$ cat config.mk
export PLATFORM = sky130hd
export DESIGN_NAME = cache_miss_unit
export DESIGN_NICKNAME = d
export VERILOG_FILES = /design/src/cache_geom_pkg.sv /design/src/miss_if_pkg.sv /design/src/plru_tree.sv /design/src/victim_select.sv /design/src/meta_write_gen.sv /design/src/miss_fsm.sv /design/src/cache_miss_unit.sv
export VERILOG_INCLUDE_DIRS = /design/src
export SDC_FILE = /design/constraint.sdc
export NUM_CORES = 1
export LEC_CHECK = 0
export BUFFER_PORTS_ARGS = -buffer_cell sky130_fd_sc_hd__buf_2
export CORE_AREA = 2 2 150 152
export CTS_CLUSTER_SIZE = 24
export DETAILED_ROUTE_END_ITERATION = 6
export DIE_AREA = 0 0 152 154
export MAX_ROUTING_LAYER = met4
export SLEW_MARGIN = 20
export SYNTH_ARGS = -nofsm -noshare
export SYNTH_HDL_FRONTEND = slang
export SYNTH_SLANG_ARGS = --single-unit
$ cat constraint.sdc
create_clock -name clk_i -period 3.15 [get_ports clk_i]
set_input_delay 0.1575 -clock clk_i [delete_from_list [all_inputs] [get_ports clk_i]]
set_output_delay 0.1575 -clock clk_i [all_outputs]
set_load 0.03 [all_outputs]
$ cat src/cache_params.svh
// ----------------------------------------------------------------------
// geometry macros of the data cache behind the miss-handling unit.
// ----------------------------------------------------------------------
`ifndef CACHE_PARAMS_SVH
`define CACHE_PARAMS_SVH

// byte address width.
`define CACHE_ADDR_WIDTH 32

// associativity, must be a power of two for the pseudo-tree LRU.
`define CACHE_WAYS 4

// number of sets.
`define CACHE_SETS 64

// line size.
`define CACHE_BLOCK_WORDS 8
`define CACHE_WORD_BYTES 4

`endif

$ cat src/cache_geom_pkg.sv
// ----------------------------------------------------------------------
// address-field and per-way vector types, with address field helpers.
// ----------------------------------------------------------------------
`include "cache_params.svh"

package cache_geom_pkg;

  localparam int ADDR_WIDTH   = `CACHE_ADDR_WIDTH;
  localparam int WAYS         = `CACHE_WAYS;
  localparam int WAY_ID_WIDTH = $clog2(`CACHE_WAYS);
  localparam int INDEX_WIDTH  = $clog2(`CACHE_SETS);
  localparam int OFFSET_WIDTH = $clog2(`CACHE_BLOCK_WORDS * `CACHE_WORD_BYTES);
  localparam int TAG_WIDTH    = ADDR_WIDTH - INDEX_WIDTH - OFFSET_WIDTH;
  localparam int LRU_WIDTH    = WAYS - 1;

  typedef logic [ADDR_WIDTH-1:0]   addr_t;
  typedef logic [TAG_WIDTH-1:0]    tag_t;
  typedef logic [INDEX_WIDTH-1:0]  index_t;
  typedef logic [WAY_ID_WIDTH-1:0] way_id_t;
  typedef logic [WAYS-1:0]         way_vec_t;
  typedef logic [LRU_WIDTH-1:0]    lru_bits_t;

  function automatic tag_t addr_tag(addr_t addr);
    return addr[ADDR_WIDTH-1 -: TAG_WIDTH];
  endfunction

  function automatic index_t addr_index(addr_t addr);
    return addr[OFFSET_WIDTH +: INDEX_WIDTH];
  endfunction

  // rebuilds a line-aligned byte address from its tag and set index.
  function automatic addr_t line_addr(tag_t tag, index_t index);
    return {tag, index, {OFFSET_WIDTH{1'b0}}};
  endfunction

endpackage

$ cat src/miss_if_pkg.sv
// ----------------------------------------------------------------------
// request, metadata, DMA and memory-write structs and command enums.
// ----------------------------------------------------------------------
package miss_if_pkg;

  import cache_geom_pkg::*;

  // the missed request as held by the tag-verify stage.
  typedef struct packed {
    addr_t addr;
    logic  ld_op;
    logic  st_op;
    logic  afl_op;
    logic  ainv_op;
    logic  aflinv_op;
  } miss_req_s;

  // tag-verify metadata of the addressed set.
  typedef struct packed {
    tag_t [WAYS-1:0] tag;
    way_vec_t        valid;
    way_vec_t        hit;
    way_id_t         hit_way;
    logic            hit_found;
  } way_meta_s;

  // one stat memory word, dirty bits and LRU tree of a set.
  typedef struct packed {
    way_vec_t  dirty;
    lru_bits_t lru;
  } stat_info_s;

  typedef enum logic [2:0] {
    e_dma_nop,
    e_dma_send_fill_addr,
    e_dma_send_evict_addr,
    e_dma_send_evict_data,
    e_dma_get_fill_data
  } dma_cmd_e;

  // held by the controller until the DMA engine returns done.
  typedef struct packed {
    dma_cmd_e cmd;
    way_id_t  way;
    addr_t    addr;
  } dma_req_s;

  typedef enum logic [1:0] {
    e_meta_none,
    e_meta_flush_clear,
    e_meta_fill_commit
  } meta_op_e;

  typedef struct packed {
    logic       valid;
    index_t     index;
    stat_info_s data;
    stat_info_s mask;
  } stat_wr_s;

  typedef struct packed {
    logic valid;
    tag_t tag;
  } tag_info_s;

  typedef struct packed {
    logic                 valid;
    index_t               index;
    tag_info_s [WAYS-1:0] data;
    tag_info_s [WAYS-1:0] mask;
  } tag_wr_s;

endpackage

$ cat src/plru_tree.sv
// ----------------------------------------------------------------------
// pseudo-tree LRU way encoder and MRU update decoder.
// ----------------------------------------------------------------------
`timescale 1ns/1ps

module plru_tree (
  input  cache_geom_pkg::lru_bits_t lru_i,
  input  cache_geom_pkg::way_id_t   way_i,
  output cache_geom_pkg::way_id_t   lru_way_o,
  output cache_geom_pkg::lru_bits_t upd_data_o,
  output cache_geom_pkg::lru_bits_t upd_mask_o
);

  import cache_geom_pkg::*;

  // nodes are stored heap-ordered: node n has children 2n+1 and 2n+2.
  // a node bit of 0 points at the lower-numbered half as the LRU side.
  localparam int LEVELS = $clog2(WAYS);

  // follow the stored pointers from the root down to a leaf.
  always_comb begin
    int node;
    node = 0;
    lru_way_o = '0;
    for (int lvl = 0; lvl < LEVELS; lvl++) begin
      lru_way_o[LEVELS-1-lvl] = lru_i[node];
      node = 2 * node + 1 + int'(lru_i[node]);
    end
  end

  // walk the path of way_i and point every node on it the other way,
  // which leaves way_i as the most recently used line.
  always_comb begin
    int   node;
    logic side;
    node = 0;
    upd_data_o = '0;
    upd_mask_o = '0;
    for (int lvl = 0; lvl < LEVELS; lvl++) begin
      side = way_i[LEVELS-1-lvl];
      upd_mask_o[node] = 1'b1;
      upd_data_o[node] = ~side;
      node = 2 * node + 1 + int'(side);
    end
  end

endmodule

$ cat src/victim_select.sv
// ----------------------------------------------------------------------
// replacement way choice, lowest invalid way or the LRU way.
// ----------------------------------------------------------------------
`timescale 1ns/1ps

module victim_select (
  input  cache_geom_pkg::way_vec_t valid_i,
  input  cache_geom_pkg::way_id_t  lru_way_i,
  output cache_geom_pkg::way_id_t  victim_way_o
);

  import cache_geom_pkg::*;

  logic    invalid_found;
  way_id_t invalid_way;

  // scanning from the top down lets the lowest invalid way overwrite
  // any higher one, so the result is a low-to-high priority encode.
  always_comb begin
    invalid_found = 1'b0;
    invalid_way = '0;
    for (int w = WAYS - 1; w >= 0; w--) begin
      if (!valid_i[w]) begin
        invalid_found = 1'b1;
        invalid_way = way_id_t'(w);
      end
    end
  end

  // an empty way is always cheaper than displacing a live line.
  assign victim_way_o = invalid_found ? invalid_way : lru_way_i;

endmodule

$ cat src/meta_write_gen.sv
// ----------------------------------------------------------------------
// stat and tag memory write commands for flush clears and fill commits.
// ----------------------------------------------------------------------
`timescale 1ns/1ps

module meta_write_gen (
  input  logic                      clk_i,
  input  logic                      reset_i,
  input  miss_if_pkg::meta_op_e     op_i,
  input  miss_if_pkg::miss_req_s    req_i,
  input  cache_geom_pkg::way_id_t   way_i,
  input  cache_geom_pkg::lru_bits_t upd_data_i,
  input  cache_geom_pkg::lru_bits_t upd_mask_i,
  output miss_if_pkg::stat_wr_s     stat_wr_o,
  output miss_if_pkg::tag_wr_s      tag_wr_o
);

  import cache_geom_pkg::*;
  import miss_if_pkg::*;

  way_vec_t way_onehot;
  index_t   req_index;
  tag_t     req_tag;
  logic     inv_op;

  assign way_onehot = way_vec_t'(1) << way_i;
  assign req_index  = addr_index(req_i.addr);
  assign req_tag    = addr_tag(req_i.addr);
  assign inv_op     = req_i.ainv_op | req_i.aflinv_op;

  always_comb begin
    stat_wr_o = '0;
    tag_wr_o = '0;
    stat_wr_o.index = req_index;
    tag_wr_o.index = req_index;

    case (op_i)
      // the flushed line is clean afterwards, whether or not it was
      // written back. LRU bits are left alone.
      e_meta_flush_clear: begin
        stat_wr_o.valid = 1'b1;
        stat_wr_o.mask.dirty = way_onehot;
        if (inv_op) begin
          tag_wr_o.valid = 1'b1;
          for (int w = 0; w < WAYS; w++) begin
            tag_wr_o.mask[w].valid = way_onehot[w];
          end
        end
      end

      // a new line arrives: dirty only if a store caused the miss,
      // and the filled way becomes the MRU line of the set.
      e_meta_fill_commit: begin
        stat_wr_o.valid = 1'b1;
        stat_wr_o.data.dirty = {WAYS{req_i.st_op}};
        stat_wr_o.mask.dirty = way_onehot;
        stat_wr_o.data.lru = upd_data_i;
        stat_wr_o.mask.lru = upd_mask_i;
        tag_wr_o.valid = 1'b1;
        for (int w = 0; w < WAYS; w++) begin
          tag_wr_o.data[w].valid = 1'b1;
          tag_wr_o.data[w].tag = req_tag;
          tag_wr_o.mask[w].valid = way_onehot[w];
          tag_wr_o.mask[w].tag = {TAG_WIDTH{way_onehot[w]}};
        end
      end

      default: begin
      end
    endcase
  end

  // a fill commit is requested only for a load or store miss and a
  // flush clear only for a flush.
  a_op_matches_req: assert property (
    @(posedge clk_i) disable iff (reset_i)
    (op_i != e_meta_none) |->
      ((op_i == e_meta_fill_commit) == (req_i.ld_op || req_i.st_op))
  );

endmodule

$ cat src/miss_fsm.sv
// ----------------------------------------------------------------------
// miss controller FSM with DMA command generation and pipeline handshake.
// ----------------------------------------------------------------------
`timescale 1ns/1ps

module miss_fsm (
  input  logic                     clk_i,
  input  logic                     reset_i,
  input  logic                     miss_v_i,
  input  logic                     sbuf_empty_i,
  input  miss_if_pkg::miss_req_s   req_i,
  input  miss_if_pkg::way_meta_s   meta_i,
  input  miss_if_pkg::stat_info_s  stat_i,
  input  cache_geom_pkg::way_id_t  victim_way_i,
  input  logic                     dma_done_i,
  input  logic                     ack_i,
  output logic                     stat_rd_o,
  output miss_if_pkg::dma_req_s    dma_o,
  output miss_if_pkg::meta_op_e    meta_op_o,
  output cache_geom_pkg::way_id_t  chosen_way_o,
  output logic                     recover_o,
  output logic                     done_o
);

  import cache_geom_pkg::*;
  import miss_if_pkg::*;

  typedef enum logic [2:0] {
    START,
    FLUSH_OP,
    SEND_FILL_ADDR,
    SEND_EVICT_ADDR,
    SEND_EVICT_DATA,
    GET_FILL_DATA,
    RECOVER,
    DONE
  } miss_state_e;

  miss_state_e state_r;
  miss_state_e state_n;
  way_id_t     chosen_way_r;
  way_id_t     chosen_way_n;
  logic        start;
  logic        flush_op;
  index_t      req_index;
  addr_t       fill_addr;
  addr_t       evict_addr;

  // the store buffer must be empty so no pending store races the fill.
  assign start      = miss_v_i & sbuf_empty_i;
  assign flush_op   = req_i.afl_op | req_i.ainv_op | req_i.aflinv_op;
  assign req_index  = addr_index(req_i.addr);
  assign fill_addr  = line_addr(addr_tag(req_i.addr), req_index);
  assign evict_addr = line_addr(meta_i.tag[chosen_way_r], req_index);

  assign chosen_way_o = chosen_way_r;

  always_comb begin
    state_n = state_r;
    chosen_way_n = chosen_way_r;
    stat_rd_o = 1'b0;
    dma_o.cmd = e_dma_nop;
    dma_o.way = chosen_way_r;
    dma_o.addr = fill_addr;
    meta_op_o = e_meta_none;
    recover_o = 1'b0;
    done_o = 1'b0;

    case (state_r)
      // the hit way is taken on entry so that the flush clear in the
      // next cycle already addresses it.
      START: begin
        stat_rd_o = start;
        if (start) begin
          if (flush_op) begin
            chosen_way_n = meta_i.hit_way;
            state_n = FLUSH_OP;
          end else begin
            state_n = SEND_FILL_ADDR;
          end
        end
      end

      FLUSH_OP: begin
        meta_op_o = e_meta_flush_clear;
        if (!req_i.ainv_op && stat_i.dirty[chosen_way_r] && meta_i.valid[chosen_way_r]) begin
          state_n = SEND_EVICT_ADDR;
        end else begin
          state_n = RECOVER;
        end
      end

      // stat data is valid from here on, so the victim is decided now.
      SEND_FILL_ADDR: begin
        chosen_way_n = victim_way_i;
        dma_o.cmd = e_dma_send_fill_addr;
        dma_o.way = victim_way_i;
        if (dma_done_i) begin
          if (stat_i.dirty[victim_way_i] && meta_i.valid[victim_way_i]) begin
            state_n = SEND_EVICT_ADDR;
          end else begin
            state_n = GET_FILL_DATA;
          end
        end
      end

      SEND_EVICT_ADDR: begin
        dma_o.cmd = e_dma_send_evict_addr;
        dma_o.addr = evict_addr;
        if (dma_done_i) begin
          state_n = SEND_EVICT_DATA;
        end
      end

      // flushes end after the write-back, misses continue with the fill.
      SEND_EVICT_DATA: begin
        dma_o.cmd = e_dma_send_evict_data;
        dma_o.addr = evict_addr;
        if (dma_done_i) begin
          state_n = flush_op ? RECOVER : GET_FILL_DATA;
        end
      end

      GET_FILL_DATA: begin
        dma_o.cmd = e_dma_get_fill_data;
        if (dma_done_i) begin
          meta_op_o = e_meta_fill_commit;
          state_n = RECOVER;
        end
      end

      // one cycle for the pipeline to re-read tag and data memories.
      RECOVER: begin
        recover_o = 1'b1;
        state_n = DONE;
      end

      DONE: begin
        done_o = 1'b1;
        if (ack_i) begin
          state_n = START;
        end
      end

      default: begin
        state_n = START;
      end
    endcase
  end

  always_ff @(posedge clk_i) begin
    if (reset_i) begin
      state_r <= START;
      chosen_way_r <= '0;
    end else begin
      state_r <= state_n;
      chosen_way_r <= chosen_way_n;
    end
  end

  a_one_op: assert property (
    @(posedge clk_i) disable iff (reset_i)
    miss_v_i |-> $onehot0({req_i.ld_op, req_i.st_op, req_i.afl_op,
                           req_i.ainv_op, req_i.aflinv_op})
  );

  // a DMA request stays unchanged until the engine returns done.
  a_dma_hold: assert property (
    @(posedge clk_i) disable iff (reset_i)
    (dma_o.cmd != e_dma_nop && !dma_done_i) |=> $stable(dma_o)
  );

  // the pipeline acknowledges only a finished miss.
  a_ack_in_done: assert property (
    @(posedge clk_i) disable iff (reset_i)
    ack_i |-> done_o
  );

endmodule

$ cat src/cache_miss_unit.sv
// ----------------------------------------------------------------------
// miss-handling unit top: controller, LRU tree, victim choice, writes.
// ----------------------------------------------------------------------
`timescale 1ns/1ps

module cache_miss_unit (
  input  logic                     clk_i,
  input  logic                     reset_i,
  input  logic                     miss_v_i,
  input  logic                     sbuf_empty_i,
  input  miss_if_pkg::miss_req_s   req_i,
  input  miss_if_pkg::way_meta_s   meta_i,
  input  miss_if_pkg::stat_info_s  stat_i,
  input  logic                     dma_done_i,
  input  logic                     ack_i,
  output logic                     stat_rd_o,
  output miss_if_pkg::dma_req_s    dma_o,
  output miss_if_pkg::stat_wr_s    stat_wr_o,
  output miss_if_pkg::tag_wr_s     tag_wr_o,
  output cache_geom_pkg::way_id_t  chosen_way_o,
  output logic                     recover_o,
  output logic                     done_o
);

  import cache_geom_pkg::*;
  import miss_if_pkg::*;

  way_id_t   lru_way;
  way_id_t   victim_way;
  lru_bits_t lru_upd_data;
  lru_bits_t lru_upd_mask;
  meta_op_e  meta_op;

  miss_fsm u_miss_fsm (
    .clk_i        (clk_i),
    .reset_i      (reset_i),
    .miss_v_i     (miss_v_i),
    .sbuf_empty_i (sbuf_empty_i),
    .req_i        (req_i),
    .meta_i       (meta_i),
    .stat_i       (stat_i),
    .victim_way_i (victim_way),
    .dma_done_i   (dma_done_i),
    .ack_i        (ack_i),
    .stat_rd_o    (stat_rd_o),
    .dma_o        (dma_o),
    .meta_op_o    (meta_op),
    .chosen_way_o (chosen_way_o),
    .recover_o    (recover_o),
    .done_o       (done_o)
  );

  // the update path is driven by the registered way, which is the one
  // that the fill commit writes.
  plru_tree u_plru_tree (
    .lru_i      (stat_i.lru),
    .way_i      (chosen_way_o),
    .lru_way_o  (lru_way),
    .upd_data_o (lru_upd_data),
    .upd_mask_o (lru_upd_mask)
  );

  victim_select u_victim_select (
    .valid_i      (meta_i.valid),
    .lru_way_i    (lru_way),
    .victim_way_o (victim_way)
  );

  meta_write_gen u_meta_write_gen (
    .clk_i      (clk_i),
    .reset_i    (reset_i),
    .op_i       (meta_op),
    .req_i      (req_i),
    .way_i      (chosen_way_o),
    .upd_data_i (lru_upd_data),
    .upd_mask_i (lru_upd_mask),
    .stat_wr_o  (stat_wr_o),
    .tag_wr_o   (tag_wr_o)
  );

endmodule

After elaboration in Yosys (flattened, before gate mapping)
Index checks and enable logic that the tools add are counted.
- bits in registers: 5
- input bits: 145
- output and inout port bits: 246
- add/subtract/negate cells: 2
- magnitude comparators: 5
- equal/unequal tests: 16
- shift operators: 1
- multiplexer cells: 66
- bitwise logic cells: 6
- reduce and logical (&&, ||, !) cells: 11
- operator list (cell ; number):
    $mux 21 ; 5
    $mux 88 ; 1
    $lt 32x4->1 const B ; 2
    $bmux 21 s2 ; 1
    $ge 32x1->1 const B ; 1
    $mux 32 ; 1
    $mux 3 ; 9
    $pmux 3 s8 ; 1
    $mux 2 ; 11
    $mux 1 ; 20
    $eq 3x3->1 const B ; 4
    $pmux 3 s4 ; 1
    $bmux 1 s2 ; 5
    $ne 2x2->1 const B ; 5
    $pmux 1 s2 ; 5
    $pmux 2 s2 ; 2
    $mux 7 ; 1
    $eq 3x2->1 const B ; 2
    $lt 2x3->1 const B ; 2
    $reduce_and 6->1 ; 1
    $add 1x1->2 const A ; 2
    $logic_and 1x1->1 ; 4
    $mux 4 ; 1
    $ne 2x1->1 const B ; 2
    14 further kinds ; 18

Longest topological paths before layout
- word-level depth: 11
- depth in mapped cells: 10
- mapped depth without buffers: 9

Cells and area by module
A second synthesis with hierarchy kept.
- cells, all modules: 366
- area total of the unflattened synthesis: 3171.8 µm²
- modules (own cells, without submodules) (module ; times used ; cells an instance ; area an instance (µm²) ; sequential area each (µm²)):
    miss_fsm ; 1 ; 137 ; 1539.0 ; 100.1
    meta_write_gen ; 1 ; 214 ; 1537.7 ; 0.0
    plru_tree ; 1 ; 9 ; 62.6 ; 0.0
    victim_select ; 1 ; 6 ; 32.5 ; 0.0

Worst setup path before layout
Ideal clock, no wire load.
- path kind: flip-flop to output port
- start: reg u_miss_fsm.state_r[2]
- end: out tag_wr_o[0] in the netlist's numbering
- arrival time: 3934 ps
- data required time: 2992 ps
- slack: -941 ps
- stages on the path, launching flop included: 10
- path buffers: 3
- cell sequence: dfxtp_1 buf_2 buf_2 and3_1 nand2_1 inv_1 ha_1 inv_1 nor3_1 buf_4
- RTL lines (element ; line ; source):
    start, declared ; miss_fsm.sv:39 ; miss_state_e state_r;
    start signal, assigned ; miss_fsm.sv:156 ; state_r <= state_n;
    end, declared ; cache_miss_unit.sv:19 ; output miss_if_pkg::tag_wr_s tag_wr_o,

==> run metrics <==
Die H 154 µm; drt total wl 12.3 mm; utilization after layout 18.1%; root buffer selected by CTS clkbuf_16; Worst Hold Path EP u_miss_fsm.chosen_way_o[0]$_SDFFE_PP0P_; fmax 372 MHz; final hold viol count 0; Required @ worst endpoint 2990 ps; post-route insts no fill 823; layout cells sized above 1 76.3%; CTS HTree Levels 1; Max FO, Critical Path 21; Routed wire per std cell 15.0 µm; Rows 54; Yosys reg bits 5; ys flop type dfxtp_1; area of the core between 20000 and 25000 µm²; Vias per Instance 3.67; mapped cell area 3090 µm²; Reg2Reg Depth 5; largest area contributor in the netlist buf_4; peak supply drop 0.252 mV; final setup fails 0; dpl cells 816; setup_tns 0 ps; WHS Path Cells 2; fraction of synthesized cell area taken by the top area cell type around 43%; total of warnings raised by yosys 0; Worst-Skew Late Latency roughly 220 ps; PD cells 540 nW/µm²; unrepaired setup endpoints after global routing no; TritonCTS clock tree built; Startpoint Class flop; post-placement setup slack 546 ps; # IOs 391; post-synth cell types 44; clock skew 0.165 ps; CP Capture Type primary output; Final period util 85.4%; vias in the first global route 2733; crit path kind reg -> out; total setup buffers inserted after CTS 0; minimum clock period 2690 ps; total track usage under 10%; fin. max-slew vios 0; post-cts resize count 0; worst slew pin tran 940 ps; area grow syn2layout 27.2%; clock buffer depth 2; area of the die 23400 µm²; reg-to-reg endpoint u_miss_fsm.state_r[0]$_SDFFE_PP0P_; CTS Buf Count 3; P_leak 2.43 nW; EDFF count, synth 0; largest net degree at the start of global routing 33; post-DP HPWL 10.6 mm; post-synthesis cell count 367; Worst slew margin around 37%; Async SR Flop Fraction 0%; initial antenna violation count 3; setup slack, reg-to-reg around 1100 ps; drt initial violations about 150; status complete, no violations; crit path DAT 2530 ps; DR vias 3017; first-pass GRT wire length 16.9 mm; drc violations 0; total power roughly 2.1 mW; final setup margin 461 ps; CTS Hold Bufs 0; GPL Wtd Cong 0.684; worst reg2reg startpoint u_miss_fsm.chosen_way_o[0]$_SDFFE_PP0P_; Layout Nets 688; mean post-synth cell area ~8.4 µm²; worst hold start reset_i; number of clock sinks 5; clock transition at the registers of the reported paths 30 ps; Die W 152 µm; Detailed Routing Iterations Pass 1 4; final antenna-violating net count 0; Seq/Total Area, Yosys under 10%; grt total ovfl 0; max-cap viol count 0; Area contributors post-synth buf_4, mux4_2, mux2_4; Starting Density ~14%; Hold Crit Class in -> reg; PortBufs between 300 and 400
-- flip-flops by register name, indices dropped and copies added (netlist names) --
register,cells
u_miss_fsm.chosen_way_o,2
u_miss_fsm.state_r,3
-- power breakdown --
group	internal (mW)	total, mW	switching (mW)
Combinational	0.700	1.73	1.03
Sequential	0.0918	0.181	0.0887
Clock	0.167	0.206	0.0381
-- synth_stat cells, drive strengths merged, types with 3 or more instances --
master / number
and2: 24
buf: 190
clkbuf: 3
dfxtp: 5
inv: 8
mux2: 22
mux4: 22
nand2: 20
nand2b: 4
nand3: 3
nor2: 18
nor3: 6
nor4: 3
o211ai: 3
o21ai: 6
-- routing by layer --
metal / track usage, % / share of wire (%) / up-vias / wire length [µm]
li1: - / - / 1406 / -
met1: 9.41 / 35 / 1368 / 4270
met2: 19.5 / 54 / 232 / 6690
met3: 1.97 / 9.3 / 11 / 1140
met4: 2.94 / 1.8 / 0 / 226
met5: - / 0 / - / 0
-- worst max-delay path, cell delays in order, from the launching register on --
cell and delay [ps]:
dfxtp_1 380, clkinv_1 140, and3_1 230, nand2_1 120
inv_1 70, ha_1 150, inv_1 80, buf_4 160
nor2_1 650, buf_2 330
-- logic make-up after synthesis --
group	synth area share, %
AOI/OAI and AO/OA	6.57
xor gates and xnor gates	0.284
adders and majority gates	0.811
buffers and inverters	47.9
DFF	3.24
muxes	26.8
other	0.122
and+or+nand+nor	14.3
-- cell usage in the layout (no fill, tap or decap), types with 2 or more instances in the layout --
cell type / netlist / layout
mux4_1: 2 / 2
mux2_4: 20 / 20
a311oi_1: 2 / 2
buf_2: 9 / 350
nand2_1: 20 / 20
nor4_1: 2 / 2
o2111ai_1: 2 / 2
a21oi_1: 2 / 2
nand3_1: 3 / 3
a211oi_1: 2 / 2
nor2_2: 0 / 2
o211ai_1: 3 / 3
nor3_1: 6 / 5
o21ai_0: 5 / 5
dfxtp_2: 0 / 2
buf_4: 178 / 8
mux2_2: 2 / 2
nor2_1: 18 / 16
nand2b_1: 4 / 4
or3_1: 2 / 2
dfxtp_1: 5 / 3
conb_1: 1 / 5
a21o_1: 2 / 2
and2_1: 24 / 24
ha_1: 2 / 2
and3_1: 2 / 2
inv_1: 8 / 8
diode_2: 0 / 3
clkbuf_16: 0 / 3
mux4_2: 20 / 20
-- final cells by class --
class / count / area, µm²
fill: 2488 / 17800
timing repair buffer: 358 / 1810
multi-input combinational: 164 / 1540
tap: 280 / 350
sequential: 5 / 103
clock buffer: 4 / 78.8
inverter: 9 / 33.8
antenna: 3 / 7.51
-- stage by stage --
step,area [µm²],hold WS [ps]
detailed placement,3840,315
CTS,3920,167
finish,3930,175
global route,3930,179
floorplan,3110,230
global placement,3840,315
-- worst max-delay path by stage --
stage	startpoint	slack, ps	endpoint	depth (start not counted)
floorplan	u_miss_fsm.state_r[2]$_SDFFE_PP0P_	-240	tag_wr_o[67]	9
global placement	u_miss_fsm.chosen_way_o[0]$_SDFFE_PP0P_	600	tag_wr_o[36]	3
detailed placement	u_miss_fsm.chosen_way_o[0]$_SDFFE_PP0P_	550	tag_wr_o[36]	3
CTS	u_miss_fsm.chosen_way_o[0]$_SDFFE_PP0P_	300	tag_wr_o[36]	3
global route	u_miss_fsm.chosen_way_o[0]$_SDFFE_PP0P_	240	tag_wr_o[78]	3
finish	u_miss_fsm.state_r[1]$_SDFFE_PP0P_	460	tag_wr_o[81]	9
Power figures use the tool's default switching activity.
